[config.mk]
export PLATFORM = sky130hd
export DESIGN_NAME = dm_addr_counter
export DESIGN_NICKNAME = d
export VERILOG_FILES = /design/src/common/dbg_pkg.sv /design/src/dm/dm_addr_counter.sv
export SDC_FILE = /design/constraint.sdc
export NUM_CORES = 1
export LEC_CHECK = 0
export BUFFER_PORTS_ARGS = -buffer_cell sky130_fd_sc_hd__clkbuf_2
export CAP_MARGIN = 20
export CORE_MARGIN = 4
export CORE_UTILIZATION = 47
export CTS_BUF_LIST = sky130_fd_sc_hd__clkbuf_4 sky130_fd_sc_hd__clkbuf_8
export DETAILED_ROUTE_END_ITERATION = 10
export HOLD_SLACK_MARGIN = 0.05
export PLACE_DENSITY = 0.83
export SLEW_MARGIN = 40
export SYNTH_ARGS = -nofsm -noshare
export SYNTH_HDL_FRONTEND = slang
export SYNTH_SLANG_ARGS = --single-unit
export TNS_END_PERCENT = 5
[constraint.sdc]
create_clock -name clk_i -period 1.82 [get_ports clk_i]
set_input_delay 0.091 -clock clk_i [delete_from_list [all_inputs] [get_ports clk_i]]
set_output_delay 0.091 -clock clk_i [all_outputs]
set_load 0.01 [all_outputs]
[src/mem/boot.hex]
// One 32-bit word per line in hex, first line is the word at the ROM base address
00001137
80000237
0040006f
deadbeef
01234567
89abcdef
a5a55a5a
0f1e2d3c
4b5a6978
87968574
cafef00d
13579bdf
2468ace0
fedcba98
7f00ff01
c0ffee11

[src/common/dbg_pkg.sv]
// Fixed memory map and DMI encodings; BUSY (2'd3) is reserved and never produced
`default_nettype none

package dbg_pkg;

    // ----------------------------------------------------------
    // Debug module register addresses
    // ----------------------------------------------------------
    localparam logic [6:0] DM_SBCS_ADDR   = 7'h38;
    localparam logic [6:0] DM_SBADDR_ADDR = 7'h39;
    localparam logic [6:0] DM_SBDATA_ADDR = 7'h3C;

    // ----------------------------------------------------------
    // Memory map
    // ----------------------------------------------------------
    localparam logic [31:0] ROM_BASE    = 32'h0000_1000;
    localparam int unsigned ROM_WORDS   = 16;
    localparam int unsigned ROM_ADDR_W  = $clog2(ROM_WORDS);
    localparam logic [31:0] SRAM_BASE   = 32'h8000_0000;
    localparam int unsigned SRAM_WORDS  = 256;
    localparam int unsigned SRAM_ADDR_W = $clog2(SRAM_WORDS);

    // Boot image, relative to the simulation directory
    localparam string ROM_HEX_FILE = "/design/src/mem/boot.hex";

    // ----------------------------------------------------------
    // Enumerations
    // ----------------------------------------------------------
    typedef enum logic [1:0] {
        NOP   = 2'd0,
        READ  = 2'd1,
        WRITE = 2'd2
    } dmi_op_e;

    // Code 3 would be BUSY
    typedef enum logic [1:0] {
        SUCCESS = 2'd0,
        FAILED  = 2'd2
    } dmi_resp_e;

    typedef enum logic [1:0] {
        BYTE = 2'd0,
        HALF = 2'd1,
        WORD = 2'd2
    } sb_size_e;

    typedef enum logic [1:0] {
        IDLE     = 2'd0,
        BUS_REQ  = 2'd1,
        BUS_WAIT = 2'd2,
        RESP     = 2'd3
    } dm_state_e;

    // ----------------------------------------------------------
    // Bundles
    // ----------------------------------------------------------
    typedef struct packed {
        logic [6:0]  addr;
        dmi_op_e     op;
        logic [31:0] data;
    } dmi_req_t;

    typedef struct packed {
        dmi_resp_e   resp;
        logic [31:0] data;
    } dmi_resp_t;

    typedef struct packed {
        logic        req;
        logic        we;
        logic [31:0] addr;
        logic [3:0]  be;
        logic [31:0] wdata;
    } mem_req_t;

    typedef struct packed {
        logic [31:0] rdata;
        logic        err;
    } mem_rsp_t;

endpackage

`default_nettype wire
[src/dm/dm_addr_counter.sv]
// Load wins over increment; sizes other than byte and half step by four
`timescale 1ns/100ps
`default_nettype none

module dm_addr_counter import dbg_pkg::*; (
    input  wire logic        clk_i,
    input  wire logic        arst_n_i,
    input  wire logic        load_i,
    input  wire logic [31:0] load_data_i,
    input  wire logic        inc_i,
    input  wire sb_size_e    size_i,
    output logic [31:0]      addr_o
);

    logic [31:0] addr_q;
    logic [31:0] step;

    // Step equals the access size in bytes
    always_comb begin
        case (size_i)
            BYTE:    step = 32'd1;
            HALF:    step = 32'd2;
            default: step = 32'd4;
        endcase
    end

    always_ff @(posedge clk_i or negedge arst_n_i) begin
        if (!arst_n_i) begin
            addr_q <= '0;
        end else if (load_i) begin
            addr_q <= load_data_i;
        end else if (inc_i) begin
            addr_q <= addr_q + step;
        end
    end

    assign addr_o = addr_q;

endmodule

`default_nettype wire

# --- Yosys cells after proc, flatten, opt, wreduce, memory -nomap -nowiden ---
# Cells that the tools add are included.
op_classes:
  addsub: 1
  n_reduce_logical: 2
  n_eq_ne: 1
  mux: 3
ops:
  columns: ["cell", "count"]
  rows:
  - ["32-bit 2-to-1 mux", 2]
  - ["32-bit adder", 1]
  - ["3-bit one-hot mux with 2 select lines", 1]
  - ["2-bit by 1-bit equality test with 1-bit output, second input constant", 1]
  - ["2-bit logical NOT", 1]
  - ["2-bit nonzero test", 1]
word_totals:
  ff_bits: 32
  in_bits: 38

# --- Longest topological paths before layout ---
depth:
  word_depth: 5
  mapped_depth: 8

# --- Worst setup path after synthesis ---
# Ideal clock, no wire load.
synth_timing:
  path_type: "reg-to-reg"
  start: "register addr_q[1] (netlist: addr_o[1])"
  end: "register addr_q[23] (netlist: addr_o[23])"
  setup_time_ps: 82
  setup_slack_ps: -241
  stages_incl_launch_ff: 8
  required_ps: 1738
  synth_period_minus_slack_ps: 2061
  arrival_time_ps: 1979
  n_path_buf: 2
  path_cell_list: "dfrtp_1 ha_1 a211oi_1 or2_1 clkbuf_1 clkbuf_1 o41ai_1 a31oi_1"
synth_via:
  elab_chain_len: 3
synth_rtl:
  columns: ["element", "line_no", "source"]
  rows:
  - ["start, declared", "dm_addr_counter.sv:15", "logic [31:0] addr_q;"]
  - ["start signal, assigned", "dm_addr_counter.sv:31", "addr_q <= load_data_i;"]
  - ["start signal, assigned", "dm_addr_counter.sv:33", "addr_q <= addr_q + step;"]
  - ["32-bit adder", "dm_addr_counter.sv:33", null]
  - ["32-bit 2-to-1 mux", "dm_addr_counter.sv:32", "end else if (inc_i) begin"]
  - ["32-bit 2-to-1 mux", "dm_addr_counter.sv:30", "end else if (load_i) begin"]
# Every way passes these cells. The select of a mux whose other input is x is not followed.
# A chain may end at the register's enable or synchronous reset.

# --- Worst setup path after layout ---
layout_timing:
  start: "register addr_q[0] (netlist: addr_o[0])"
  end: "register addr_q[30] (netlist: addr_o[30])"
# The elaborated chain is that of the path after synthesis.

==> reports/qor.log <==
qor: logic_synthesis.synthesis.instances 231
qor: logic_synthesis.synth.top_cell.area_share 39.88%
qor: drt.detail_route.iter0.violations 359
qor: placement.place_hpwl 4385 µm
qor: global_route.number_of_global_route_vias_before_repair 2,392
qor: worst_setup_path.critical-path-top-delay-family simple AND/OR/NAND/NOR gates
qor: worst_setup_path.cp-end-kind flip-flop
qor: worst_setup_path.critPathMaxFanout 5
qor: logic_synthesis.post_synth_edffs 0
qor: power_and_ir_drop.power_per_cell_area 687.3 mW/mm²
qor: placement.pre_cts_ws -0.2310 ns
qor: clocking.clock_latency 0.29 ns
qor: logic_synthesis.post_synth_main_area_contributors sky130_fd_sc_hd__dfrtp_1 40%, sky130_fd_sc_hd__or4_1 7.5%, sky130_fd_sc_hd__a31oi_1 5.0%
qor: global_route.remaining_global_route_overflow 0
qor: clocking.clk_transition_reported_paths 0.07 ns
qor: sta.grt_setup_unrepaired yes
qor: sta.layout_setup_ws -0.1676 ns
qor: outcome.run_status complete, but fails checks
qor: power_and_ir_drop.leakagePower 1.415 nW
qor: sta.period_share 109.2%
qor: floorplan.die_ar 0.005382 mm²
qor: placement.placed_cells_incl_taps 378
qor: power_and_ir_drop.vdd.ir_drop.worst 391.1 µV
qor: clocking.htreeDepth 2
qor: outcome.failed_checks negative setup slack
qor: worst_setup_path.timing.critical_path.from_type flip-flop
qor: worst_setup_path.criticalPathCategory reg2reg
qor: worst_setup_path.crit_chain ha_4 -> fa_2 -> a21o_1 -> nand4_1 -> buf_6 -> or4_4 -> a31oi_2
qor: sta.setup_viol_count_final 17
qor: drt.drcViolationCount 0
qor: logic_synthesis.synth_async_sr_flop_share 100.0%
qor: clocking.tritoncts yes
qor: drt.routed_via_density 6.229
qor: drt.routed-via-count 2,585
qor: sta.worst_pin_slew 0.7463 ns
qor: cells_and_area.n_fill_cell 245
qor: sta.hold_violations 0
qor: worst_setup_path.critical-path-slowest-cell sky130_fd_sc_hd__or4_4
qor: floorplan.floorplan.core_area 0.004058 mm²
qor: floorplan.rows 23
qor: logic_synthesis.synth_top_cells_by_count 32 x sky130_fd_sc_hd__dfrtp_1, 23 x sky130_fd_sc_hd__nand2_1, 20 x sky130_fd_sc_hd__or4_1, 19 x sky130_fd_sc_hd__nor2_1, 17 x sky130_fd_sc_hd__nand3_1
qor: sta.final.setup_skew 0.006936 ns
qor: cells_and_area.antenna-diode-count 0
qor: drt.post_drt_wl_per_cell 18.43 µm
qor: global_route.grt_max_degree 33
qor: cells_and_area.post_route_cells_drive_above_1_share 41.92%
qor: global_route.number_of_antenna_violations_at_the_first_check_in_global_routing 0
qor: logic_synthesis.synth_warnings 0
qor: cells_and_area.final_util 79.28%
qor: logic_synthesis.synth_sequential_area_ratio 39.88%
qor: logic_synthesis.syn_nets 273
qor: worst_setup_path.crit_arrival 2.20 ns
qor: clocking.tritoncts.num_buffers 5
qor: global_route.global_route_wire_length_before_repair 10,740 µm
qor: logic_synthesis.netlist_area 0.002008 mm²
qor: logic_synthesis.synth.avg_cell_area 8.693 µm²
qor: floorplan.die_x 73.37 µm
qor: cells_and_area.layout.cells.non_filler 415
qor: drt.iteration_count_of_the_initial_detailed_routing_pass 5
qor: drt.postRouteWirelength 7647 µm
qor: sta.fin_tns_setup -1.653 ns
qor: sta.period_needed 1.988 ns
qor: cells_and_area.max_ffs_per_register 32
qor: logic_synthesis.synthFlopType sky130_fd_sc_hd__dfrtp_1
qor: floorplan.die_height 73.37 µm
qor: clocking.cts-root-buf sky130_fd_sc_hd__clkbuf_8
qor: sta.max-slew-margin-rel 50.25%
qor: global_route.grt_use_total 25.62%
qor: sta.final_max_slew_viol_count 0
qor: placement.global_placer_s_final_weighted_congestion 0.8641
qor: drt.antenna_left 0
qor: job.max_cap_viol_count 0
qor: clocking.max-clock-path-buffers 2
qor: min_path.min-delay-path-class in2reg
qor: logic_synthesis.synth.most_common_cell sky130_fd_sc_hd__dfrtp_1
qor: sta.maximum_clock_frequency 503.1 MHz
qor: worst_setup_path.critical-path-max-stage-delay 0.49 ns
qor: cells_and_area.finish.net_count 406
qor: logic_synthesis.synth_cell_types 38
qor: logic_synthesis.yosys.area.top_type sky130_fd_sc_hd__dfrtp_1
qor: floorplan.pin_count 70
qor: clocking.numClockSinks 32
qor: floorplan.start_util 49.49%
qor: logic_synthesis.postSynthRegisterBits 32
qor: placement.numPortBuffers 69
qor: worst_setup_path.critPathRequiredTime 2.03 ns
qor: worst_setup_path.cp.buffers_inverters 1
qor: cells_and_area.area_growth 60.19%
-- cell usage in the layout (no fill, tap or decap), types with 4 or more instances in the layout --
cell / count
sky130_fd_sc_hd__nand4_1: 6
sky130_fd_sc_hd__o21ai_0: 9
sky130_fd_sc_hd__nand2_1: 21
sky130_fd_sc_hd__or4_4: 7
sky130_fd_sc_hd__dfrtp_1: 28
sky130_fd_sc_hd__buf_6: 4
sky130_fd_sc_hd__or4_1: 16
sky130_fd_sc_hd__o21ai_1: 5
sky130_fd_sc_hd__nand3_1: 14
sky130_fd_sc_hd__o31ai_1: 13
sky130_fd_sc_hd__inv_1: 5
sky130_fd_sc_hd__nor2b_1: 4
sky130_fd_sc_hd__nor2_1: 19
sky130_fd_sc_hd__dfrtp_2: 4
sky130_fd_sc_hd__xor2_1: 4
sky130_fd_sc_hd__a31oi_1: 15
sky130_fd_sc_hd__clkbuf_8: 7
sky130_fd_sc_hd__dlygate4sd3_1: 21
sky130_fd_sc_hd__o211ai_1: 4
sky130_fd_sc_hd__nor3_1: 4
sky130_fd_sc_hd__clkbuf_2: 68
sky130_fd_sc_hd__buf_4: 42
-- layout make-up --
type                       instances  area [µm²]  area share, %
inverter                           6       22.52         0.7001
sequential                        32       805.8          25.05
multi-input combinational        182        1286          39.98
clock buffer                       8       103.9          3.228
tap                               50       62.56          1.945
timing repair buffer             137       935.9          29.09
-- final timing paths --
kind	cells past startpoint	endpoint	slack (ns)	start
max	7	addr_o[30]	-0.17	addr_o[0]
min	3	addr_o[22]	0.06	load_data_i[22]
max reg2reg	7	addr_o[30]	-0.17	addr_o[0]
min reg2reg	2	addr_o[19]	0.62	addr_o[19]
max in group asynchronous	2	addr_o[1]	0.89	arst_n_i
min in group asynchronous	2	addr_o[8]	0.40	arst_n_i
-- metrics by stage --
| step | instance area [µm²] | hold slack [ns] | total power [mW] |
|---|---|---|---|
| global route | 3217 | 0.05479 | 2.313 |
| finish | 3217 | 0.05953 | 2.211 |
| floorplan | 2031 | -0.2046 | 1.129 |
| CTS | 3095 | 0.05351 | 2.152 |
| detailed placement | 2700 | 0.2249 | 1.449 |
| global placement | 2700 | 0.2136 | 1.430 |
-- tightest hold or removal path, delay by kind of cell --
family | cells | cell delay (ns)
buffers and inverters | 1 | 0.08
AOI/OAI and AO/OA | 1 | 0.05
and+or+nand+nor | 1 | 0.09
-- layer usage --
| metal | vias up | share of wire [%] | GRT usage, % |
|---|---|---|---|
| met5 | - | 0 | 0 |
| met3 | 48 | 10 | 5.609 |
| met4 | 0 | 4.4 | 10.87 |
| met2 | 200 | 49 | 43.20 |
| li1 | 1163 | - | - |
| met1 | 1174 | 36 | 31.49 |
-- report_power, final --
group          total [mW]  switching, mW  internal [mW]
Clock               0.635          0.275          0.360
Combinational       0.715          0.363          0.352
Sequential          0.861         0.0763          0.784
-- kinds of logic after synthesis --
logic type	synth area share [%]
xor gates and xnor gates	3.053
AOI/OAI and AO/OA	18.63
muxes	0.9969
buffers and inverters	3.925
adders and majority gates	2.866
and+or+nand+nor	30.65
DFF	39.88
-- what timing repair did --
action | in CTS | in global routing
resized for setup | 10 | 20
setup buffers | 1 | 4
hold endpoints to repair | 52 | 0
setup endpoints to repair | 25 | 26
hold buffers | 21 | 0
cloned | 1 | 2
pin swaps | 19 | 15
Note: power is estimated with default switching activity, not from simulation.
