--- src/mem/boot.hex ---
// One 32-bit word per line in hex, first line is the word at the ROM base address
00001137
80000237
0040006f
deadbeef
01234567
89abcdef
a5a55a5a
0f1e2d3c
4b5a6978
87968574
cafef00d
13579bdf
2468ace0
fedcba98
7f00ff01
c0ffee11

--- src/common/dbg_pkg.sv ---
// Fixed memory map and DMI encodings; BUSY (2'd3) is reserved and never produced
`default_nettype none

package dbg_pkg;

    // ----------------------------------------------------------
    // Debug module register addresses
    // ----------------------------------------------------------
    localparam logic [6:0] DM_SBCS_ADDR   = 7'h38;
    localparam logic [6:0] DM_SBADDR_ADDR = 7'h39;
    localparam logic [6:0] DM_SBDATA_ADDR = 7'h3C;

    // ----------------------------------------------------------
    // Memory map
    // ----------------------------------------------------------
    localparam logic [31:0] ROM_BASE    = 32'h0000_1000;
    localparam int unsigned ROM_WORDS   = 16;
    localparam int unsigned ROM_ADDR_W  = $clog2(ROM_WORDS);
    localparam logic [31:0] SRAM_BASE   = 32'h8000_0000;
    localparam int unsigned SRAM_WORDS  = 256;
    localparam int unsigned SRAM_ADDR_W = $clog2(SRAM_WORDS);

    // Boot image, relative to the simulation directory
    localparam string ROM_HEX_FILE = "/design/src/mem/boot.hex";

    // ----------------------------------------------------------
    // Enumerations
    // ----------------------------------------------------------
    typedef enum logic [1:0] {
        NOP   = 2'd0,
        READ  = 2'd1,
        WRITE = 2'd2
    } dmi_op_e;

    // Code 3 would be BUSY
    typedef enum logic [1:0] {
        SUCCESS = 2'd0,
        FAILED  = 2'd2
    } dmi_resp_e;

    typedef enum logic [1:0] {
        BYTE = 2'd0,
        HALF = 2'd1,
        WORD = 2'd2
    } sb_size_e;

    typedef enum logic [1:0] {
        IDLE     = 2'd0,
        BUS_REQ  = 2'd1,
        BUS_WAIT = 2'd2,
        RESP     = 2'd3
    } dm_state_e;

    // ----------------------------------------------------------
    // Bundles
    // ----------------------------------------------------------
    typedef struct packed {
        logic [6:0]  addr;
        dmi_op_e     op;
        logic [31:0] data;
    } dmi_req_t;

    typedef struct packed {
        dmi_resp_e   resp;
        logic [31:0] data;
    } dmi_resp_t;

    typedef struct packed {
        logic        req;
        logic        we;
        logic [31:0] addr;
        logic [3:0]  be;
        logic [31:0] wdata;
    } mem_req_t;

    typedef struct packed {
        logic [31:0] rdata;
        logic        err;
    } mem_rsp_t;

endpackage

`default_nettype wire
--- src/mem/mem_xbar.sv ---
// Single outstanding access; response follows one cycle after every request
`timescale 1ns/100ps
`default_nettype none

module mem_xbar import dbg_pkg::*; (
    input  wire logic                   clk_i,
    input  wire logic                   arst_n_i,
    input  wire mem_req_t               mem_req_i,
    output mem_rsp_t                    mem_rsp_o,
    output logic                        rom_req_o,
    output logic [ROM_ADDR_W-1:0]       rom_addr_o,
    input  wire logic [31:0]            rom_rdata_i,
    output logic                        sram_req_o,
    output logic                        sram_we_o,
    output logic [SRAM_ADDR_W-1:0]      sram_addr_o,
    output logic [3:0]                  sram_be_o,
    output logic [31:0]                 sram_wdata_o,
    input  wire logic [31:0]            sram_rdata_i
);

    logic rom_hit;
    logic sram_hit;
    logic err_d;
    logic rom_sel_q;
    logic sram_sel_q;
    logic err_q;

    // ----------------------------------------------------------
    // Region decode on the byte address
    // ----------------------------------------------------------
    assign rom_hit  = (mem_req_i.addr[31:ROM_ADDR_W+2] == ROM_BASE[31:ROM_ADDR_W+2]);
    assign sram_hit = (mem_req_i.addr[31:SRAM_ADDR_W+2] == SRAM_BASE[31:SRAM_ADDR_W+2]);

    // ROM writes never reach the ROM
    assign rom_req_o  = mem_req_i.req & rom_hit & ~mem_req_i.we;
    assign rom_addr_o = mem_req_i.addr[ROM_ADDR_W+1:2];

    assign sram_req_o   = mem_req_i.req & sram_hit;
    assign sram_we_o    = mem_req_i.we;
    assign sram_addr_o  = mem_req_i.addr[SRAM_ADDR_W+1:2];
    assign sram_be_o    = mem_req_i.be;
    assign sram_wdata_o = mem_req_i.wdata;

    assign err_d = mem_req_i.req & (~(rom_hit | sram_hit) | (rom_hit & mem_req_i.we));

    // Select registered alongside the memory read port
    always_ff @(posedge clk_i or negedge arst_n_i) begin
        if (!arst_n_i) begin
            rom_sel_q  <= 1'b0;
            sram_sel_q <= 1'b0;
            err_q      <= 1'b0;
        end else begin
            rom_sel_q  <= rom_req_o;
            sram_sel_q <= sram_req_o;
            err_q      <= err_d;
        end
    end

    always_comb begin
        mem_rsp_o.err = err_q;
        if (rom_sel_q)
            mem_rsp_o.rdata = rom_rdata_i;
        else if (sram_sel_q)
            mem_rsp_o.rdata = sram_rdata_i;
        else
            mem_rsp_o.rdata = '0;
    end

endmodule

`default_nettype wire

--- config.mk ---
export PLATFORM = sky130hd
export DESIGN_NAME = mem_xbar
export DESIGN_NICKNAME = d
export VERILOG_FILES = /design/src/common/dbg_pkg.sv /design/src/mem/mem_xbar.sv
export SDC_FILE = /design/constraint.sdc
export NUM_CORES = 1
export LEC_CHECK = 0
export BUFFER_PORTS_ARGS = -buffer_cell sky130_fd_sc_hd__buf_2
export CELL_PAD_IN_SITES_DETAIL_PLACEMENT = 0
export CELL_PAD_IN_SITES_GLOBAL_PLACEMENT = 2
export CORE_UTILIZATION = 10
export CTS_CLUSTER_DIAMETER = 60
export DETAILED_ROUTE_END_ITERATION = 10
export PLACE_DENSITY = 0.95
export SLEW_MARGIN = 20
export SYNTH_ARGS = -nofsm -noshare
export SYNTH_HDL_FRONTEND = slang
export SYNTH_SLANG_ARGS = --single-unit
--- constraint.sdc ---
create_clock -name clk_i -period 3.95 [get_ports clk_i]
set_input_delay 0.9875 -clock clk_i [delete_from_list [all_inputs] [get_ports clk_i]]
set_output_delay 0.9875 -clock clk_i [all_outputs]
set_load 0.01 [all_outputs]
=== Yosys cells after proc, flatten, opt, wreduce, memory -nomap -nowiden ===
Cells that the tools add are included.

* Register bits: 3
* Bits in latches: 0
* Bits in writable memories: 0
* ROM bits: 0
* Output and inout bits: 84
* Logic and storage cells: 16
* Memories kept: 0

* Add/subtract/negate cells: 0
* Multipliers: 0
* Div/mod/pow operators: 0
* $lt $le $gt $ge: 0
* Eq/ne operators: 2
* Shift-type cells: 0
* Multiplexer cells: 2
* Bitwise operators: 9
* Reductions and logical operators: 0

{| class="wikitable"
|+ Operator list
! operator !! count
|-
| $mux W32 || 2
|-
| $eq A26 B7 Y1 const B || 1
|-
| $eq A22 B22 Y1 const B || 1
|-
| $and A1 B1 Y1 || 5
|-
| $not A1 Y1 || 2
|-
| $or A1 B1 Y1 || 2
|}

=== Longest topological paths before layout ===
Gate-level depths: netlist of the first run.

* Word-level depth: 5
* Gate-level depth with buffers: 4

=== Worst setup path after synthesis of the first run ===
Ideal clock, no wire load.

* Path type: input port to output port
* From: in mem_req_i[59] in the netlist's numbering
* To: out rom_req_o
* Arrival time: 1,893 ps
* Data required time: 2,963 ps
* Slack: 1,069 ps
* Stages on the path: 3
* Path buffers: 0
* Path through: nor4_2 -> nand3_1 -> nor4_1

* Cells in the longest elaborated chain, start to end: 3

{| class="wikitable"
|+ Ends and longest elaborated chain
! what !! line !! text
|-
| from (decl) || mem_xbar.sv:8 || <nowiki>input wire mem_req_t mem_req_i,</nowiki>
|-
| $eq A26 B7 Y1 || mem_xbar.sv:31 || <nowiki>assign rom_hit = (mem_req_i.addr[31:ROM_ADDR_W+2] == ROM_BASE[31:ROM_ADDR_W+2]);</nowiki>
|-
| $and A1 B1 Y1 (2 in series) || mem_xbar.sv:35 || <nowiki>assign rom_req_o = mem_req_i.req & rom_hit & ~mem_req_i.we;</nowiki>
|-
| to (decl) || mem_xbar.sv:10 || <nowiki>output logic rom_req_o,</nowiki>
|}

No other way between the ends.

=== Worst setup path after layout of the first run ===
* From: in mem_req_i[45] in the netlist's numbering
* To: out rom_req_o

The elaborated chain is that of the path after synthesis.

==> impl_metrics.toml, run 1 <==
[sta]
whs_ns = 0.565
tightest_slew_ns = 0.526
slew_headroom_pct = 64.4
fin_crit_ns = 3.23
fmax_mhz = 309
fin_setup_tns_ns = 0
slew_viol_final = 0
setup_viol = 0
rsz0062_at_grt = "no"
period_share_pct = 81.8
finalHoldViolations = 0

[place]
gp_routability_congestion = 0.692
portBuffers = 133
dp_hpwl_um = 2560
dp_cells = 297

[routing]
wl_um = 2980
vias = 1096
drc = 0
vias_per_cell = 3.64
first_pass_iters = 4
antenna_left = 0
wl_per_cell_um = 9.90
drt_iter0_drc = 16

[synth]
synth-seq-cells = 3
async_flop_share_pct = 100
yosysSeqAreaShare_pct = 8.40
yosysWarnings = 0
synth_common_cells = "buf_4 (50), a22o_1 (31), buf_2 (4), nand2_1 (4)"
postSynthAreaPerCell_um2 = 8.05
synth_edf_count = 0
synth_area_leaders = "buf_4 (42%), a22o_1 (30%), dfrtp_1 (8.4%), nor4_2 (4.2%), buf_2 (2.2%)"
syn_nets = 247
syn_inst = 111
ys.flop_type = "dfrtp_1"
synth_area_leader_cell = "buf_4"
synthDistinctLibCells = 17
synth_top_area_share_pct = 42.0
synth_most_common_cell = "buf_4"
synthesis.area_um2 = 893

[setup_path]
start_kind = "input pin"
path_max_fanout = 2
critPathLaunch = "mem_req_i[45]"
critPathCapture = "rom_req_o"
end_kind = "output port"
worstPathArrival_ns = 2.25
cp.required_ns = 2.96
path_class = "input pin to output port"

[floorplanning]
die_area_um2 = 9320
start_util_pct = 10.3
io-pin-count = 220
core_area_um2 = 8680
rows = 34
die_h_um = 96.5
die_w_um = 96.5

[hold_path]
hp-class = "input pin to async pin"

[cts]
cts.path.max_buffers = 2
clkTransAtPathRegs_ns = 0.03
numCtsBuffers = 3
h-tree-depth = 1
postCtsSetupBuffers = 0
cts.sink_count = 3
cts_resized = 0
root_buffer = "clkbuf_8"
cts_tree = "done"
hold_buffers = 0

[cells_and_area]
layout.nets = 330
layout-drive-gt1-share_pct = 74.1
diodes = 0
final_cell_count_no_fill = 301
syn2layout_area_growth_pct = 51.1

[grt]
grt_remaining_overflow = 0
grt_pass1_wl_um = 3480
antenna_found_initial = 0
grt.total_usage_pct = 4.93
grt_pass1_vias = 819
grt_max_degree = 35

[job]
cap_violations = 0

[power]
vdd_drop_max_v = 0.000190
p_per_area_nw_per_um2 = 130
power.leakage_uw = 0.000777

[status]
status = "finished clean"
[where the power goes]
part / switching, uW / total [uW] / leakage (uW) / internal, uW
clock: 18.9 / 87.6 / 0.0000228 / 68.7
sequential: 0.126 / 31.6 / 0.0000396 / 31.5
combinational: 20.1 / 56.4 / 0.000715 / 36.3
total: 39.1 / 176 / 0.000777 / 136
[critical path, cell delays in order]
cell	delay, ns
buf_2	0.10
nor4b_1	0.51
nand2_1	0.14
nor4_1	0.30
buf_2	0.21
[sequential cells by signal (all words and copies together) (netlist names)]
| name | cells |
|---|---|
| sram_sel_q | 1 |
| rom_sel_q | 1 |
| err_q | 1 |
[stage by stage]
stage / instance area [um^2] / setup WS [ns] / utilization [%] / power (uW)
CTS: 1350 / 0.703 / 15.6 / 178
global route: 1350 / 0.629 / 15.6 / 190
detailed placement: 1310 / 0.711 / 15.0 / 89.0
finish: 1350 / 0.717 / 15.6 / 176
global placement: 1310 / 0.726 / 15.0 / 88.1
floorplan: 893 / 1.07 / - / 87.8
[logic make-up after synthesis]
| logic type | after synthesis | synth area share, % |
|---|---|---|
| AO/OA/AOI/OAI | 34 | 32.5 |
| buffers and inverters | 58 | 45.9 |
| flip-flops | 3 | 8.40 |
| AND/OR/NAND/NOR | 16 | 13.2 |
[per-layer routing]
layer	wire length, um	GRT usage [%]	part of all wire (%)	vias up
li1	-	-	-	522
met1	997	4.06	33	449
met2	1480	9.92	50	109
met3	417	1.72	14	16
met4	85	2.82	2.9	0
met5	0	0	0	-
[worst min-delay path by stage]
stage / to / start / slack [ns] / cells past startpoint
finish: sram_sel_q / arst_n_i / 0.56 / 1
global route: sram_sel_q / arst_n_i / 0.56 / 1
CTS: sram_sel_q / arst_n_i / 0.56 / 1
detailed placement: rom_sel_q / arst_n_i / 0.79 / 1
global placement: sram_sel_q / arst_n_i / 0.78 / 1
floorplan: err_q / arst_n_i / 0.69 / 0
[placed cells by master (no fill, tap or decap), drive strengths merged]
cell type / n
inv: 1
a22o: 31
nor4b: 2
buf: 135
nor3: 1
nand2: 4
nand3: 1
dfrtp: 3
nor4: 6
a21oi: 1
nor2b: 2
o31a: 1
o21ai: 1
clkbuf: 4
[final cells by class]
cell class	instances	area [um^2]
fillers	1000	7330
repair buffers	135	681
multi-input cells	50	410
well taps	108	135
flip-flops and latches	3	75.1
clock buffers	4	45.0
inverters	1	3.75
Power figures use the tool's default switching activity.
==> run 2: changes to the inputs <==
--- a/config.mk
+++ b/config.mk
@@ -5,6 +5,7 @@
 export SDC_FILE = /design/constraint.sdc
 export NUM_CORES = 1
 export LEC_CHECK = 0
+export ABC_AREA = 1
 export BUFFER_PORTS_ARGS = -buffer_cell sky130_fd_sc_hd__buf_2
 export CELL_PAD_IN_SITES_DETAIL_PLACEMENT = 0
 export CELL_PAD_IN_SITES_GLOBAL_PLACEMENT = 2
==> constraint.sdc (replaced) <==
create_clock -name clk_i -period 3.3 [get_ports clk_i]
set_input_delay 0.825 -clock clk_i [delete_from_list [all_inputs] [get_ports clk_i]]
set_output_delay 0.825 -clock clk_i [all_outputs]
set_load 0.01 [all_outputs]
==> impl_metrics.toml, run 2 <==
[status]
status = "finished clean"

[cells_and_area]
layout.nets = 415
nFillCells = 1223
syn2layout_area_growth_pct = 42.9
largestRegisters = "err_q x1, rom_sel_q x1, sram_sel_q x1"
layout_common_cells = "buf_2 (133), nand2_1 (74), nand3_1 (33)"
layout-drive-gt1-share_pct = 51.4
diodes = 0
final_common_cell = "buf_2"

[sta]
tightest_slew_ns = 0.563
final_critical_path_setup_slack_ns = 0.714
fmax_mhz = 387
fin_setup_tns_ns = 0
rsz0062_at_grt = "no"
slew_headroom_pct = 62.4
period_share_pct = 78.4
finalHoldViolations = 0
setup_viol = 0
slew_viol_final = 0
fin_crit_ns = 2.59

[power]
p_sw_share_pct = 23.0
p_seq_share_pct = 17.8
clkPwrFrac_pct = 50.3
power_frac_comb_pct = 31.9
p_per_area_nw_per_um2 = 138
vdd_drop_max_v = 0.0000794
internal_power_uw = 164
power.leakage_uw = 0.000993
p_switching_uw = 48.9

[place]
dp_hpwl_um = 2830
gp_routability_congestion = 0.640
portBuffers = 133
pre_cts_slack_ns = 0.666

[floorplanning]
die_w_um = 106
die_h_um = 106
start_util_pct = 10.4
die_area_um2 = 11200
core_area_um2 = 10400
rows = 37
io-pin-count = 220

[setup_path]
path_class = "input pin to output port"
cp.required_ns = 2.47
critPathCapture = "rom_req_o"
critPathLaunch = "mem_req_i[63]"
worstPathArrival_ns = 1.76
end_kind = "output port"
path_max_fanout = 2
start_kind = "input pin"

[synth]
synth_area_leader_cell = "buf_4"
synth_common_cells = "nand2_1 (74), buf_4 (53), nand3_1 (33), nor2_1 (18), buf_2 (7)"
synth_area_leaders = "buf_4 (37%), nand2_1 (26%), nand3_1 (15%), dfrtp_1 (7.0%), nor2_1 (6.3%)"
ys.flop_type = "dfrtp_1"
yosysSeqAreaShare_pct = 6.95
synthDistinctLibCells = 12
synthesis.area_um2 = 1080
syn_nets = 335
syn_inst = 199
yosysWarnings = 0
synth_edf_count = 0
synth_top_area_share_pct = 36.8
synth-seq-cells = 3
synth_most_common_cell = "nand2_1"
async_flop_share_pct = 100
postSynthAreaPerCell_um2 = 5.43

[cts]
cts.sink_count = 3
postCtsSetupBuffers = 0
clkTransAtPathRegs_ns = 0.03
cts_resized = 0
cts.path.max_buffers = 2
hold_buffers = 0
numCtsBuffers = 3
h-tree-depth = 1
root_buffer = "clkbuf_8"
cts_tree = "done"

[routing]
wl_um = 3620
vias = 1431
vias_per_cell = 3.46
antenna_left = 0
first_pass_iters = 4
drt_iter0_drc = 47
drc = 0
wl_per_cell_um = 8.74

[job]
cap_violations = 0

[grt]
grt_pass1_vias = 1214
grt_max_degree = 33
antenna_found_initial = 0
grt_remaining_overflow = 0
grt.total_usage_pct = 5.74
grt_pass1_wl_um = 5150

[hold_path]
hp-class = "input pin to async pin"
## run 2: cell count changes after synthesis, moves of 2 or more
cell / before / now
nor2b_1: 2 / 0
a22o_1: 31 / 0
buf_2: 4 / 7
nand3_1: 1 / 33
buf_4: 50 / 53
clkbuf_1: 3 / 0
nor2_1: 0 / 18
nor4_1: 3 / 0
nand2_1: 4 / 74
inv_1: 1 / 5
nor2_2: 0 / 2
nor4_2: 3 / 0
## run 2: kinds of logic after synthesis
| group | after synthesis | synth area share (%) |
|---|---|---|
| and+or+nand+nor | 130 | 50.9 |
| buffers and inverters | 66 | 42.2 |
| DFF | 3 | 6.95 |
## run 2: per-stage QoR
step / total power [uW] / instances / instance area, um^2 / hold slack (ns) / utilization [%]
detailed placement: 107 / 410 / 1500 / 0.626 / 14.4
CTS: 217 / 414 / 1540 / 0.395 / 14.8
finish: 213 / 414 / 1540 / 0.397 / 14.8
global placement: 106 / 410 / 1500 / 0.624 / 14.4
floorplan: 108 / 199 / 1080 / 0.529 / -
global route: 228 / 414 / 1540 / 0.405 / 14.8
## run 2: metal layers
| layer | global-route usage [%] | routed length, um |
|---|---|---|
| met5 | 0 | 0 |
| met2 | 12.2 | 1900 |
| met4 | 2.18 | 48 |
| met1 | 4.64 | 1270 |
| met3 | 2.02 | 404 |
## run 2: worst min path at each step
stage             start  slack [ns]  cells past startpoint          to
2_1_floorplan  arst_n_i        0.53                      0       err_q
3_3_place_gp   arst_n_i        0.62                      1       err_q
3_5_place_dp   arst_n_i        0.63                      1       err_q
4_1_cts        arst_n_i        0.40                      1       err_q
5_1_grt        arst_n_i        0.41                      1  sram_sel_q
6_report       arst_n_i        0.40                      1       err_q
## run 2: power by group through the flow
stage	Combinational, uW	Sequential, uW	Clock [uW]
floorplan	70.2	38.2	0
CTS	68.9	37.9	110
detailed placement	68.4	38.3	0
global route	76.1	37.8	114
finish	67.9	37.9	107
global placement	67.6	38.3	0
## run 2: layout make-up
type	count	area [um^2]	area share [%]
Timing Repair Buffer	135	681	44.1
Clock buffer	4	45.0	2.92
Sequential cell	3	75.1	4.87
Multi-Input combinational cell	130	549	35.6
Inverter	6	22.5	1.46
Tap cell	136	170	11.0
## run 2: critical path: stages
cell     delay, ns
buf_2         0.10
nor2_1        0.11
nand2_1       0.06
nor2_1        0.19
nand2_1       0.13
nor3_2        0.19
buf_2         0.17
