### config.mk
export PLATFORM = sky130hd
export DESIGN_NAME = dm_sba_fsm
export DESIGN_NICKNAME = d
export VERILOG_FILES = /design/src/common/dbg_pkg.sv /design/src/dm/dm_sba_fsm.sv
export SDC_FILE = /design/constraint.sdc
export NUM_CORES = 1
export LEC_CHECK = 0
export ABC_AREA = 1
export BUFFER_PORTS_ARGS = -buffer_cell sky130_fd_sc_hd__buf_2
export CAP_MARGIN = 20
export CORE_ASPECT_RATIO = 1.25
export CORE_MARGIN = 4
export CORE_UTILIZATION = 45
export DETAILED_ROUTE_END_ITERATION = 10
export PLACE_DENSITY = 0.88
export SYNTH_ARGS = -nofsm -noshare
export SYNTH_HDL_FRONTEND = slang
export SYNTH_SLANG_ARGS = --single-unit
### constraint.sdc
create_clock -name clk_i -period 5.1 [get_ports clk_i]
set_input_delay 1.02 -clock clk_i [delete_from_list [all_inputs] [get_ports clk_i]]
set_output_delay 1.02 -clock clk_i [all_outputs]
set_load 0.05 [all_outputs]
### src/mem/boot.hex
// One 32-bit word per line in hex, first line is the word at the ROM base address
00001137
80000237
0040006f
deadbeef
01234567
89abcdef
a5a55a5a
0f1e2d3c
4b5a6978
87968574
cafef00d
13579bdf
2468ace0
fedcba98
7f00ff01
c0ffee11

### src/common/dbg_pkg.sv
// Fixed memory map and DMI encodings; BUSY (2'd3) is reserved and never produced
`default_nettype none

package dbg_pkg;

    // ----------------------------------------------------------
    // Debug module register addresses
    // ----------------------------------------------------------
    localparam logic [6:0] DM_SBCS_ADDR   = 7'h38;
    localparam logic [6:0] DM_SBADDR_ADDR = 7'h39;
    localparam logic [6:0] DM_SBDATA_ADDR = 7'h3C;

    // ----------------------------------------------------------
    // Memory map
    // ----------------------------------------------------------
    localparam logic [31:0] ROM_BASE    = 32'h0000_1000;
    localparam int unsigned ROM_WORDS   = 16;
    localparam int unsigned ROM_ADDR_W  = $clog2(ROM_WORDS);
    localparam logic [31:0] SRAM_BASE   = 32'h8000_0000;
    localparam int unsigned SRAM_WORDS  = 256;
    localparam int unsigned SRAM_ADDR_W = $clog2(SRAM_WORDS);

    // Boot image, relative to the simulation directory
    localparam string ROM_HEX_FILE = "/design/src/mem/boot.hex";

    // ----------------------------------------------------------
    // Enumerations
    // ----------------------------------------------------------
    typedef enum logic [1:0] {
        NOP   = 2'd0,
        READ  = 2'd1,
        WRITE = 2'd2
    } dmi_op_e;

    // Code 3 would be BUSY
    typedef enum logic [1:0] {
        SUCCESS = 2'd0,
        FAILED  = 2'd2
    } dmi_resp_e;

    typedef enum logic [1:0] {
        BYTE = 2'd0,
        HALF = 2'd1,
        WORD = 2'd2
    } sb_size_e;

    typedef enum logic [1:0] {
        IDLE     = 2'd0,
        BUS_REQ  = 2'd1,
        BUS_WAIT = 2'd2,
        RESP     = 2'd3
    } dm_state_e;

    // ----------------------------------------------------------
    // Bundles
    // ----------------------------------------------------------
    typedef struct packed {
        logic [6:0]  addr;
        dmi_op_e     op;
        logic [31:0] data;
    } dmi_req_t;

    typedef struct packed {
        dmi_resp_e   resp;
        logic [31:0] data;
    } dmi_resp_t;

    typedef struct packed {
        logic        req;
        logic        we;
        logic [31:0] addr;
        logic [3:0]  be;
        logic [31:0] wdata;
    } mem_req_t;

    typedef struct packed {
        logic [31:0] rdata;
        logic        err;
    } mem_rsp_t;

endpackage

`default_nettype wire
### src/dm/dm_sba_fsm.sv
// One DMI request in flight; SBCS value 3 behaves as a word access on the bus
`timescale 1ns/100ps
`default_nettype none

module dm_sba_fsm import dbg_pkg::*; (
    input  wire logic      clk_i,
    input  wire logic      arst_n_i,
    input  wire dmi_req_t  dmi_req_i,
    input  wire logic      dmi_req_valid_i,
    output logic           dmi_req_ready_o,
    output dmi_resp_t      dmi_resp_o,
    output logic           dmi_resp_valid_o,
    input  wire logic      dmi_resp_ready_i,
    input  wire logic [31:0] sbaddr_i,
    output logic           sbaddr_load_o,
    output logic           sbaddr_inc_o,
    output sb_size_e       sb_size_o,
    output mem_req_t       mem_req_o,
    input  wire mem_rsp_t  mem_rsp_i
);

    dm_state_e   state_q, state_d;
    sb_size_e    sbcs_q, sbcs_d;
    logic        we_q, we_d;
    logic [31:0] data_q, data_d;
    dmi_resp_t   resp_q, resp_d;

    logic        misaligned;
    logic [3:0]  be;
    logic [31:0] wdata_rep;
    logic [31:0] rdata_shift;
    logic [31:0] rdata_ext;

    // ----------------------------------------------------------
    // Lane handling from size and low address bits
    // ----------------------------------------------------------
    always_comb begin
        rdata_shift = mem_rsp_i.rdata >> {sbaddr_i[1:0], 3'b000};
        case (sbcs_q)
            BYTE: begin
                misaligned = 1'b0;
                be         = 4'b0001 << sbaddr_i[1:0];
                wdata_rep  = {4{data_q[7:0]}};
                rdata_ext  = {24'h0, rdata_shift[7:0]};
            end
            HALF: begin
                misaligned = sbaddr_i[0];
                be         = 4'b0011 << {sbaddr_i[1], 1'b0};
                wdata_rep  = {2{data_q[15:0]}};
                rdata_ext  = {16'h0, rdata_shift[15:0]};
            end
            default: begin
                misaligned = |sbaddr_i[1:0];
                be         = 4'b1111;
                wdata_rep  = data_q;
                rdata_ext  = mem_rsp_i.rdata;
            end
        endcase
    end

    // ----------------------------------------------------------
    // Next state
    // ----------------------------------------------------------
    always_comb begin
        state_d       = state_q;
        sbcs_d        = sbcs_q;
        we_d          = we_q;
        data_d        = data_q;
        resp_d        = resp_q;
        sbaddr_load_o = 1'b0;
        sbaddr_inc_o  = 1'b0;

        case (state_q)
            IDLE: begin
                if (dmi_req_valid_i) begin
                    // Default answer, overridden per register below
                    resp_d.resp = SUCCESS;
                    resp_d.data = '0;
                    state_d     = RESP;
                    case (dmi_req_i.op)
                        NOP: ;
                        READ, WRITE: begin
                            case (dmi_req_i.addr)
                                DM_SBCS_ADDR: begin
                                    if (dmi_req_i.op == WRITE)
                                        sbcs_d = sb_size_e'(dmi_req_i.data[1:0]);
                                    else
                                        resp_d.data = {30'h0, sbcs_q};
                                end
                                DM_SBADDR_ADDR: begin
                                    if (dmi_req_i.op == WRITE)
                                        sbaddr_load_o = 1'b1;
                                    else
                                        resp_d.data = sbaddr_i;
                                end
                                DM_SBDATA_ADDR: begin
                                    if (misaligned) begin
                                        resp_d.resp = FAILED;
                                    end else begin
                                        we_d    = (dmi_req_i.op == WRITE);
                                        data_d  = dmi_req_i.data;
                                        state_d = BUS_REQ;
                                    end
                                end
                                default: resp_d.resp = FAILED;
                            endcase
                        end
                        // Reserved op code
                        default: resp_d.resp = FAILED;
                    endcase
                end
            end
            BUS_REQ: state_d = BUS_WAIT;
            BUS_WAIT: begin
                // Read data and err arrive one cycle after the strobe
                if (mem_rsp_i.err) begin
                    resp_d.resp = FAILED;
                    resp_d.data = '0;
                end else begin
                    resp_d.resp  = SUCCESS;
                    resp_d.data  = we_q ? 32'h0 : rdata_ext;
                    sbaddr_inc_o = 1'b1;
                end
                state_d = RESP;
            end
            default: begin
                if (dmi_resp_ready_i)
                    state_d = IDLE;
            end
        endcase
    end

    always_ff @(posedge clk_i or negedge arst_n_i) begin
        if (!arst_n_i) begin
            state_q <= IDLE;
            sbcs_q  <= WORD;
            we_q    <= 1'b0;
        end else begin
            state_q <= state_d;
            sbcs_q  <= sbcs_d;
            we_q    <= we_d;
        end
    end

    always_ff @(posedge clk_i) begin
        data_q <= data_d;
        resp_q <= resp_d;
    end

    // ----------------------------------------------------------
    // Outputs
    // ----------------------------------------------------------
    assign dmi_req_ready_o  = (state_q == IDLE);
    assign dmi_resp_valid_o = (state_q == RESP);
    assign dmi_resp_o       = resp_q;
    assign sb_size_o        = sbcs_q;

    always_comb begin
        mem_req_o.req   = (state_q == BUS_REQ);
        mem_req_o.we    = we_q;
        mem_req_o.addr  = sbaddr_i;
        mem_req_o.be    = be;
        mem_req_o.wdata = wdata_rep;
    end

endmodule

`default_nettype wire

======== After elaboration in Yosys (flattened, before gate mapping) ========
Index checks and enable logic that the tools add are counted.
storage, ports and cells
  word-level logic and storage cells ...... 60
  register bits after elaboration ......... 71
  output and inout port bits .............. 110
  input bits .............................. 110
operators by class
  bitwise operators ....................... 1
  shift operators ......................... 3
  multiplexer cells ....................... 28
  reduce and logical (&&, ||, !) cells .... 12
  equal/unequal tests ..................... 10
operators with widths
  cell                                                                    count
  32-bit one-hot mux with 2 select lines                                  3
  32-bit 2-to-1 mux                                                       3
  34-bit 2-to-1 mux                                                       2
  34-bit one-hot mux with 2 select lines                                  1
  32-bit by 5-bit >> shifter with 16-bit output                           1
  7-bit by 6-bit equality test with 1-bit output (second input constant)  3
  2-bit 2-to-1 mux                                                        7
  5-bit AND reduction                                                     2
  2-bit one-hot mux with 2 select lines                                   2
  4-bit one-hot mux with 2 select lines                                   1
  1-bit 2-to-1 mux                                                        7
  2-bit by 1-bit equality test with 1-bit output (second input constant)  3
  2-bit equality test (second input constant)                             3
  2-bit zero test                                                         3
  2-bit one-hot mux with 3 select lines                                   1
  2-bit OR reduction                                                      3
  2-bit AND reduction                                                     2
  4-bit nonzero test                                                      1
  1-bit by 2-bit << shifter with 4-bit output (first input constant)      1
  2-bit by 2-bit << shifter with 4-bit output (first input constant)      1
  2-bit inequality test (second input constant)                           1
  1-bit one-hot mux with 2 select lines                                   1
  2-bit nonzero test                                                      1
  1-bit inverter                                                          1

======== Depth between registers and ports, before layout ========
Gate-level depths: netlist (run 1).
  depth in word-level cells ............... 7
  mapped depth ............................ 9
  gate-level depth less buffers ........... 9

======== Least setup slack after synthesis (run 1) ========
Ideal clock, no wire load.
  kind .................................... register to register
  from .................................... reg state_q[0]
  to ...................................... reg resp_q, in the netlist dmi_resp_o[0], enable pin
  cell stages (with the launch flop) ...... 4
  library setup time ...................... 469 ps
  path buffers ............................ 0
  period minus slack after synthesis ...... 3779 ps
  data arrival time ....................... 3310 ps
  required time ........................... 4631 ps
  path slack .............................. 1321 ps
  path through ............................ dfrtp_1 inv_1 ha_1 o21ai_0
on the way
  word-level cells in the longest chain between the ends .. 3
  elaborated cells between the ends (all ways) .. 5
  classes of those cells .................. eq/ne: 2; reduce/logical: 3
RTL lines
  element                                                                       RTL line           text
  from (decl)                                                                   dm_sba_fsm.sv:22   dm_state_e state_q, state_d;
  from (signal assigned)                                                        dm_sba_fsm.sv:139  state_q <= state_d;
  2-bit zero test (*)                                                           --
  net dmi_req_ready_o                                                           dm_sba_fsm.sv:10   output logic dmi_req_ready_o,
  2-bit inequality test (no line) / 2-bit nonzero test (equally long branches)  --
  2-bit AND reduction (no line) (*)                                             --
  to (signal assigned)                                                          dm_sba_fsm.sv:147  resp_q <= resp_d;
  to (decl)                                                                     dm_sba_fsm.sv:26   dmi_resp_t resp_q, resp_d;
Mark *: on every way through the listed nets, which the timed path passes. The rest lies on a longest branch.
A chain may end at the register's enable or synchronous reset.

==> results of run 1 <==
==> layout by cell type (no fill, tap or decap), types with 7 or more instances in the layout <==
cell type / count
buf_2: 218
clkbuf_8: 9
edfxtp_1: 65
ha_1: 7
inv_1: 44
nand2_1: 127
nand3_1: 46
nor2_1: 11
o211ai_1: 13
o21ai_0: 36
o22ai_1: 10
==> where the power goes <==
group          leakage (nW)  internal, mW  switching [mW]
Sequential            0.676         0.781          0.0353
Clock                 0.105         0.272           0.206
Combinational          1.78         0.197           0.761
Total                  2.56          1.25            1.00
==> layer usage <==
| metal | up-vias | GRT usage | part of all wire |
|---|---|---|---|
| li1 | 1811 | - | - |
| met2 | 261 | 0.430 | 0.50 |
| met3 | 42 | 0.0515 | 0.11 |
| met4 | 0 | 0.143 | 0.043 |
| met1 | 1755 | 0.258 | 0.35 |
| met5 | - | 0 | 0 |
==> synth_stat cells, drive strengths merged <==
library cell | n | share of area
clkinv | 1 | 0.0012
nand2 | 133 | 0.13
nand4 | 3 | 0.0047
nor2 | 16 | 0.021
dfstp | 1 | 0.0065
a21oi | 2 | 0.0034
o22ai | 10 | 0.016
buf | 54 | 0.099
clkbuf | 1 | 0.00093
o21bai | 1 | 0.0019
inv | 48 | 0.045
nand3 | 47 | 0.060
o21ai | 38 | 0.047
o211ai | 13 | 0.024
nor3 | 2 | 0.0053
ha | 7 | 0.022
conb | 1 | 0.00093
dfrtp | 4 | 0.025
edfxtp | 65 | 0.49
==> critical path, stage by stage (launching register included) <==
cell,delay [ps]
dfstp_2,890
inv_2,280
nand2_2,260
nor2_1,90
o21ai_0,210
buf_2,300
==> cells by family after synthesis <==
| group | count (synthesis) | share of synthesized area |
|---|---|---|
| AO/OA/AOI/OAI | 64 | 0.0926 |
| adder cells (fa/ha/maj) | 7 | 0.0218 |
| buffers and inverters | 104 | 0.146 |
| flip-flops | 70 | 0.518 |
| other | 1 | 0.000935 |
| AND/OR/NAND/NOR | 201 | 0.221 |
==> state kept, by name (all words and copies together) (netlist names) <==
register and flops:
data_q 32, dmi_resp_o 33, sb_size_o 2, we_q 1, state_q 2
==> cell type report <==
| cell class | instances | area (um2) |
|---|---|---|
| Antenna cell | 1 | 2.50 |
| Multi-Input combinational cell | 273 | 1360 |
| Clock inverter | 5 | 73.8 |
| Timing Repair Buffer | 220 | 1120 |
| Clock buffer | 11 | 131 |
| Sequential cell | 70 | 2080 |
| Tap cell | 120 | 150 |
| Inverter | 49 | 185 |
| Fill cell | 786 | 3600 |
==> metrics by stage <==
stage / total power, mW / cell area (um2) / util / cells / setup WS [ps]
global placement: 1.76 / 4870 / 0.560 / 731 / 1790
floorplan: 1.56 / 4010 / - / 447 / 1320
CTS: 2.24 / 5080 / 0.584 / 747 / 1610
finish: 2.25 / 5100 / 0.586 / 749 / 1690
global route: 2.35 / 5100 / 0.586 / 749 / 1460
detailed placement: 1.77 / 4870 / 0.560 / 731 / 1720
==> final timing paths <==
kind,start,to,slack (ps),depth (start not counted)
worst max-delay path,sb_size_o[1]$_DFFE_PN1P_,mem_req_o[34],1690,5
worst min-delay path,arst_n_i,sb_size_o[0]$_DFFE_PN0P_,470,1
worst max register to register,sb_size_o[1]$_DFFE_PN1P_,data_q[10]$_DFFE_PP_,3010,6
worst min register to register,state_q[1]$_DFFE_PN0P_,state_q[1]$_DFFE_PN0P_,560,2
max in group asynchronous,arst_n_i,sb_size_o[1]$_DFFE_PN1P_,4410,1
min in group clk_i,state_q[1]$_DFFE_PN0P_,state_q[1]$_DFFE_PN0P_,560,2
==> results.ini, run 1 <==
[run_status]
status=finished, final reports clean

[drt]
first_iter_violations=262
wl_mm=12.8
via_per_inst=5.17
postRouteAntennaNets=0
vias=3869
drt_pass1_iterations=5
routedWlPerCell_um=17.1
drcViolationCount=0

[synth]
synth_cell_type_count=30
synth_seq_cells=70
postSynthCellCount=447
synth.avg_cell_area_um2=8.98
yosys_warnings=0
synth_nets=564
yosysSeqAreaShare=0.518
synth_area_um2=4010

[clocking]
cts.sinks=70
post_cts_resized=0
ctsHoldBuffers=0
worstSkewPairLatency_ps=360
tritoncts=built
cts_setup_buffers=0
clockRootBuffer=clkbuf_8
cts_max_path_buffers=2
htreeDepth=3
cts_buffers=9
clk_pin_slew_ps=70

[setup_path]
criticalPathCategory=reg2out
cp.required_ps=4080
cp.arrival_ps=2390
cp-start-kind=register
path_max_fanout=24
endpoint_kind=output pin

[timing]
rsz0062_at_grt=false
timing.final.crit_share=0.669
skew_ps=9.87
setup_violations=0
finalMaxSlewViolations=0
setup_tns_ps=0
slew_headroom=0.516
tightest_slew_ps=725
hold_viol=0
fmax_mhz=293
fin_crit_ps=3410
hold_ws_ps=465

[place]
hpwl_mm=10.4
port_buffers=218
place.gp.congestion=0.935

[worst_hold_path]
hold_path.class=in2async

[power]
p_leak_nw=2.56
cellPowerDensity_nw_per_um2=442
peakVddDrop_mv=0.237

[die]
initial_utilization=0.461
die_h_um=114
rows=38
die_area_um2=10500
io_pins=220
core_um2=8700
die_x_um=92.5

[global_routing]
grt_usage=0.240
grt_pass1_wl_mm=19.1
grt_pass1_vias=3805
gr-total-overflow=0
antenna_found_initial=1
grt_start_max_net_pins=35

[flow_run]
cap_violations=0

[final_layout]
nets=740
layout-drive-gt1-share=0.404
syn2layout_area_growth_pct=27.1

Power figures use the tool's default switching activity.
==> run 2: changes to the inputs <==
Settings changed: ABC_AREA 1 to 0, CORE_UTILIZATION 45 to 40, PLACE_DENSITY 0.88 to 0.84.
Clock period 5.1 ns to 3.1 ns, I/O delays scaled along.
==> results.ini, run 2 <==
[run_status]
status=finished, final reports clean

[synth]
synthXorXnorAreaFrac=0
synth_nets=438
yosys_warnings=0
synth_commonest_cells=65 x edfxtp_1, 43 x buf_4, 20 x nor2_1
synth_ff_type=edfxtp_1
synth_cell_type_count=45
synth.avg_cell_area_um2=12.1
postSynthCellCount=321
synth_area_leaders=edfxtp_1 50%, buf_4 8.3%, mux2_2 5.5%, mux2i_1 4.4%, a22o_1 3.6%
synth_compound_area_frac=0.159
synth_seq_cells=70
synth_top_family_by_area=compound AO/OA/AOI/OAI gates
yosysSeqAreaShare=0.533
yosys.area_share.adder=0.0225
synth_edf_count=65
yosys.area_share.simple=0.0725
synth_area_um2=3900
synth.area.mux_share=0.0985
synth_top_area_frac=0.501
yosysMostFrequentCell=edfxtp_1
async_flop_share=0.0714
yosysTopAreaCell=edfxtp_1

[setup_path]
cp.arrival_ps=2010
crit_path_top_delay_cell=nor2_1
cp-start-kind=register
cp.required_ps=2480
criticalPathCategory=reg2out
crit_path_max_incr_delay_ps=670
cp_cell_sequence=nor2_1 -> mux2_2 -> buf_2
path_max_fanout=9
endpoint_kind=output pin
reg2reg_setup_slack_ps=720

[final_layout]
layout-drive-gt1-share=0.532
nets=612
nFillCells=825
antenna_cells=0
multi_input_area_um2=1400
final_common_cell=buf_2
largest_reg_flops=33
final_cell_count_no_fill=626
seq_area_um2=2080
layout_common_cells=218 x buf_2, 65 x edfxtp_1, 20 x nor2_1
syn2layout_area_growth_pct=32.6

[die]
die_x_um=96.3
die_h_um=118
rows=40
initial_utilization=0.408
die_area_um2=11400
core_um2=9560
io_pins=220

[timing]
fin_crit_ps=2630
setup_violations=0
slew_headroom=0.305
tightest_slew_ps=1040
skew_ps=4.35
timing.final.crit_share=0.847
fmax_mhz=381
hold_viol=0
rsz0062_at_grt=false
setup_tns_ps=0
finalMaxSlewViolations=0

[drt]
first_iter_violations=114
routedWlPerCell_um=17.8
vias=3291
drt_pass1_iterations=5
drcViolationCount=0
via_per_inst=5.26
postRouteAntennaNets=0
wl_mm=11.1

[clocking]
post_cts_resized=0
cts_max_path_buffers=2
clk_pin_slew_ps=50
ctsHoldBuffers=0
cts_setup_buffers=0
cts_buffers=9
cts.sinks=70
clockRootBuffer=clkbuf_16
tritoncts=built
worstSkewPairLatency_ps=320
htreeDepth=3

[worst_hold_path]
hold_path.class=in2async

[power]
power_switching_mw=1.79
p_clk_frac=0.271
pwr-share-comb=0.400
p_int_mw=2.48
p_seq_frac=0.329
peakVddDrop_mv=0.332
p_leak_nw=2.29
cellPowerDensity_nw_per_um2=827
swShare=0.420

[global_routing]
grt_pass1_wl_mm=16.6
grt_start_max_net_pins=44
antenna_found_initial=1
grt_usage=0.190
grt_pass1_vias=3381
gr-total-overflow=0

[place]
place.gp.congestion=0.893
dp.cells=610
hpwl_mm=8.64
port_buffers=218

[flow_run]
cap_violations=0

## run 2: critical path, delay by kind of cell (launching register included)
kind	cells	cell delay (ps)
and+or+nand+nor	1	670
muxes	1	420
DFF	1	370
buffers and inverters	1	210
## run 2: path summary, 6_finish.rpt
check / start / to / cells after the start
worst min register to register: we_q$_DFFE_PN0P_ / we_q$_DFFE_PN0P_ / 1
worst min-delay path: arst_n_i / state_q[1]$_DFFE_PN0P_ / 1
min in group clk_i: dmi_req_i[14] / data_q[14]$_DFFE_PP_ / 1
worst max-delay path: sb_size_o[0]$_DFFE_PN0P_ / mem_req_o[9] / 3
worst max register to register: state_q[0]$_DFFE_PN0P_ / dmi_resp_o[13]$_DFFE_PP_ / 7
max in group asynchronous: arst_n_i / sb_size_o[1]$_DFFE_PN1P_ / 1
## run 2: final cells by class
type                       count  area share
sequential                    70       0.402
multi-input combinational    179       0.271
timing repair buffer         225       0.224
clock buffer                  10      0.0443
tap                          126      0.0305
clock inverter                 6      0.0213
inverter                      10     0.00726
## run 2: through the flow
| step | total power, mW | setup slack (ps) | cell area (um2) | util | hold WS (ps) |
|---|---|---|---|---|---|
| after floorplan | 2.74 | 176 | 3910 | - | 324 |
| after global placement | 3.11 | 661 | 4830 | 0.505 | 440 |
| after detailed placement | 3.14 | 593 | 4830 | 0.505 | 443 |
| after CTS | 4.30 | 418 | 5170 | 0.541 | 93.7 |
| after global routing | 4.45 | 353 | 5170 | 0.541 | 96.7 |
| final | 4.27 | 475 | 5170 | 0.541 | 106 |
## run 2: cell families after synthesis
group / after synthesis
other: 1
flip-flops: 70
AND/OR/NAND/NOR: 54
buffers and inverters: 72
AO/OA/AOI/OAI: 81
adder cells (fa/ha/maj): 7
multiplexers: 36
## run 2: power by group through the flow
| stage | logic, mW | clock network, mW | registers (mW) |
|---|---|---|---|
| after floorplan | 0.565 | 0 | 2.17 |
| after global placement | 1.69 | 0 | 1.42 |
| after detailed placement | 1.72 | 0 | 1.42 |
| after CTS | 1.72 | 1.18 | 1.41 |
| after global routing | 1.80 | 1.23 | 1.42 |
| final | 1.71 | 1.16 | 1.40 |
## run 2: routing by layer
metal / up-vias / global-route usage / wire length (um)
li1: 1526 / - / -
met1: 1544 / 0.204 / 3990
met2: 205 / 0.351 / 5870
met3: 14 / 0.0567 / 1160
met4: 2 / 0.0526 / 119
met5: - / 0 / 13
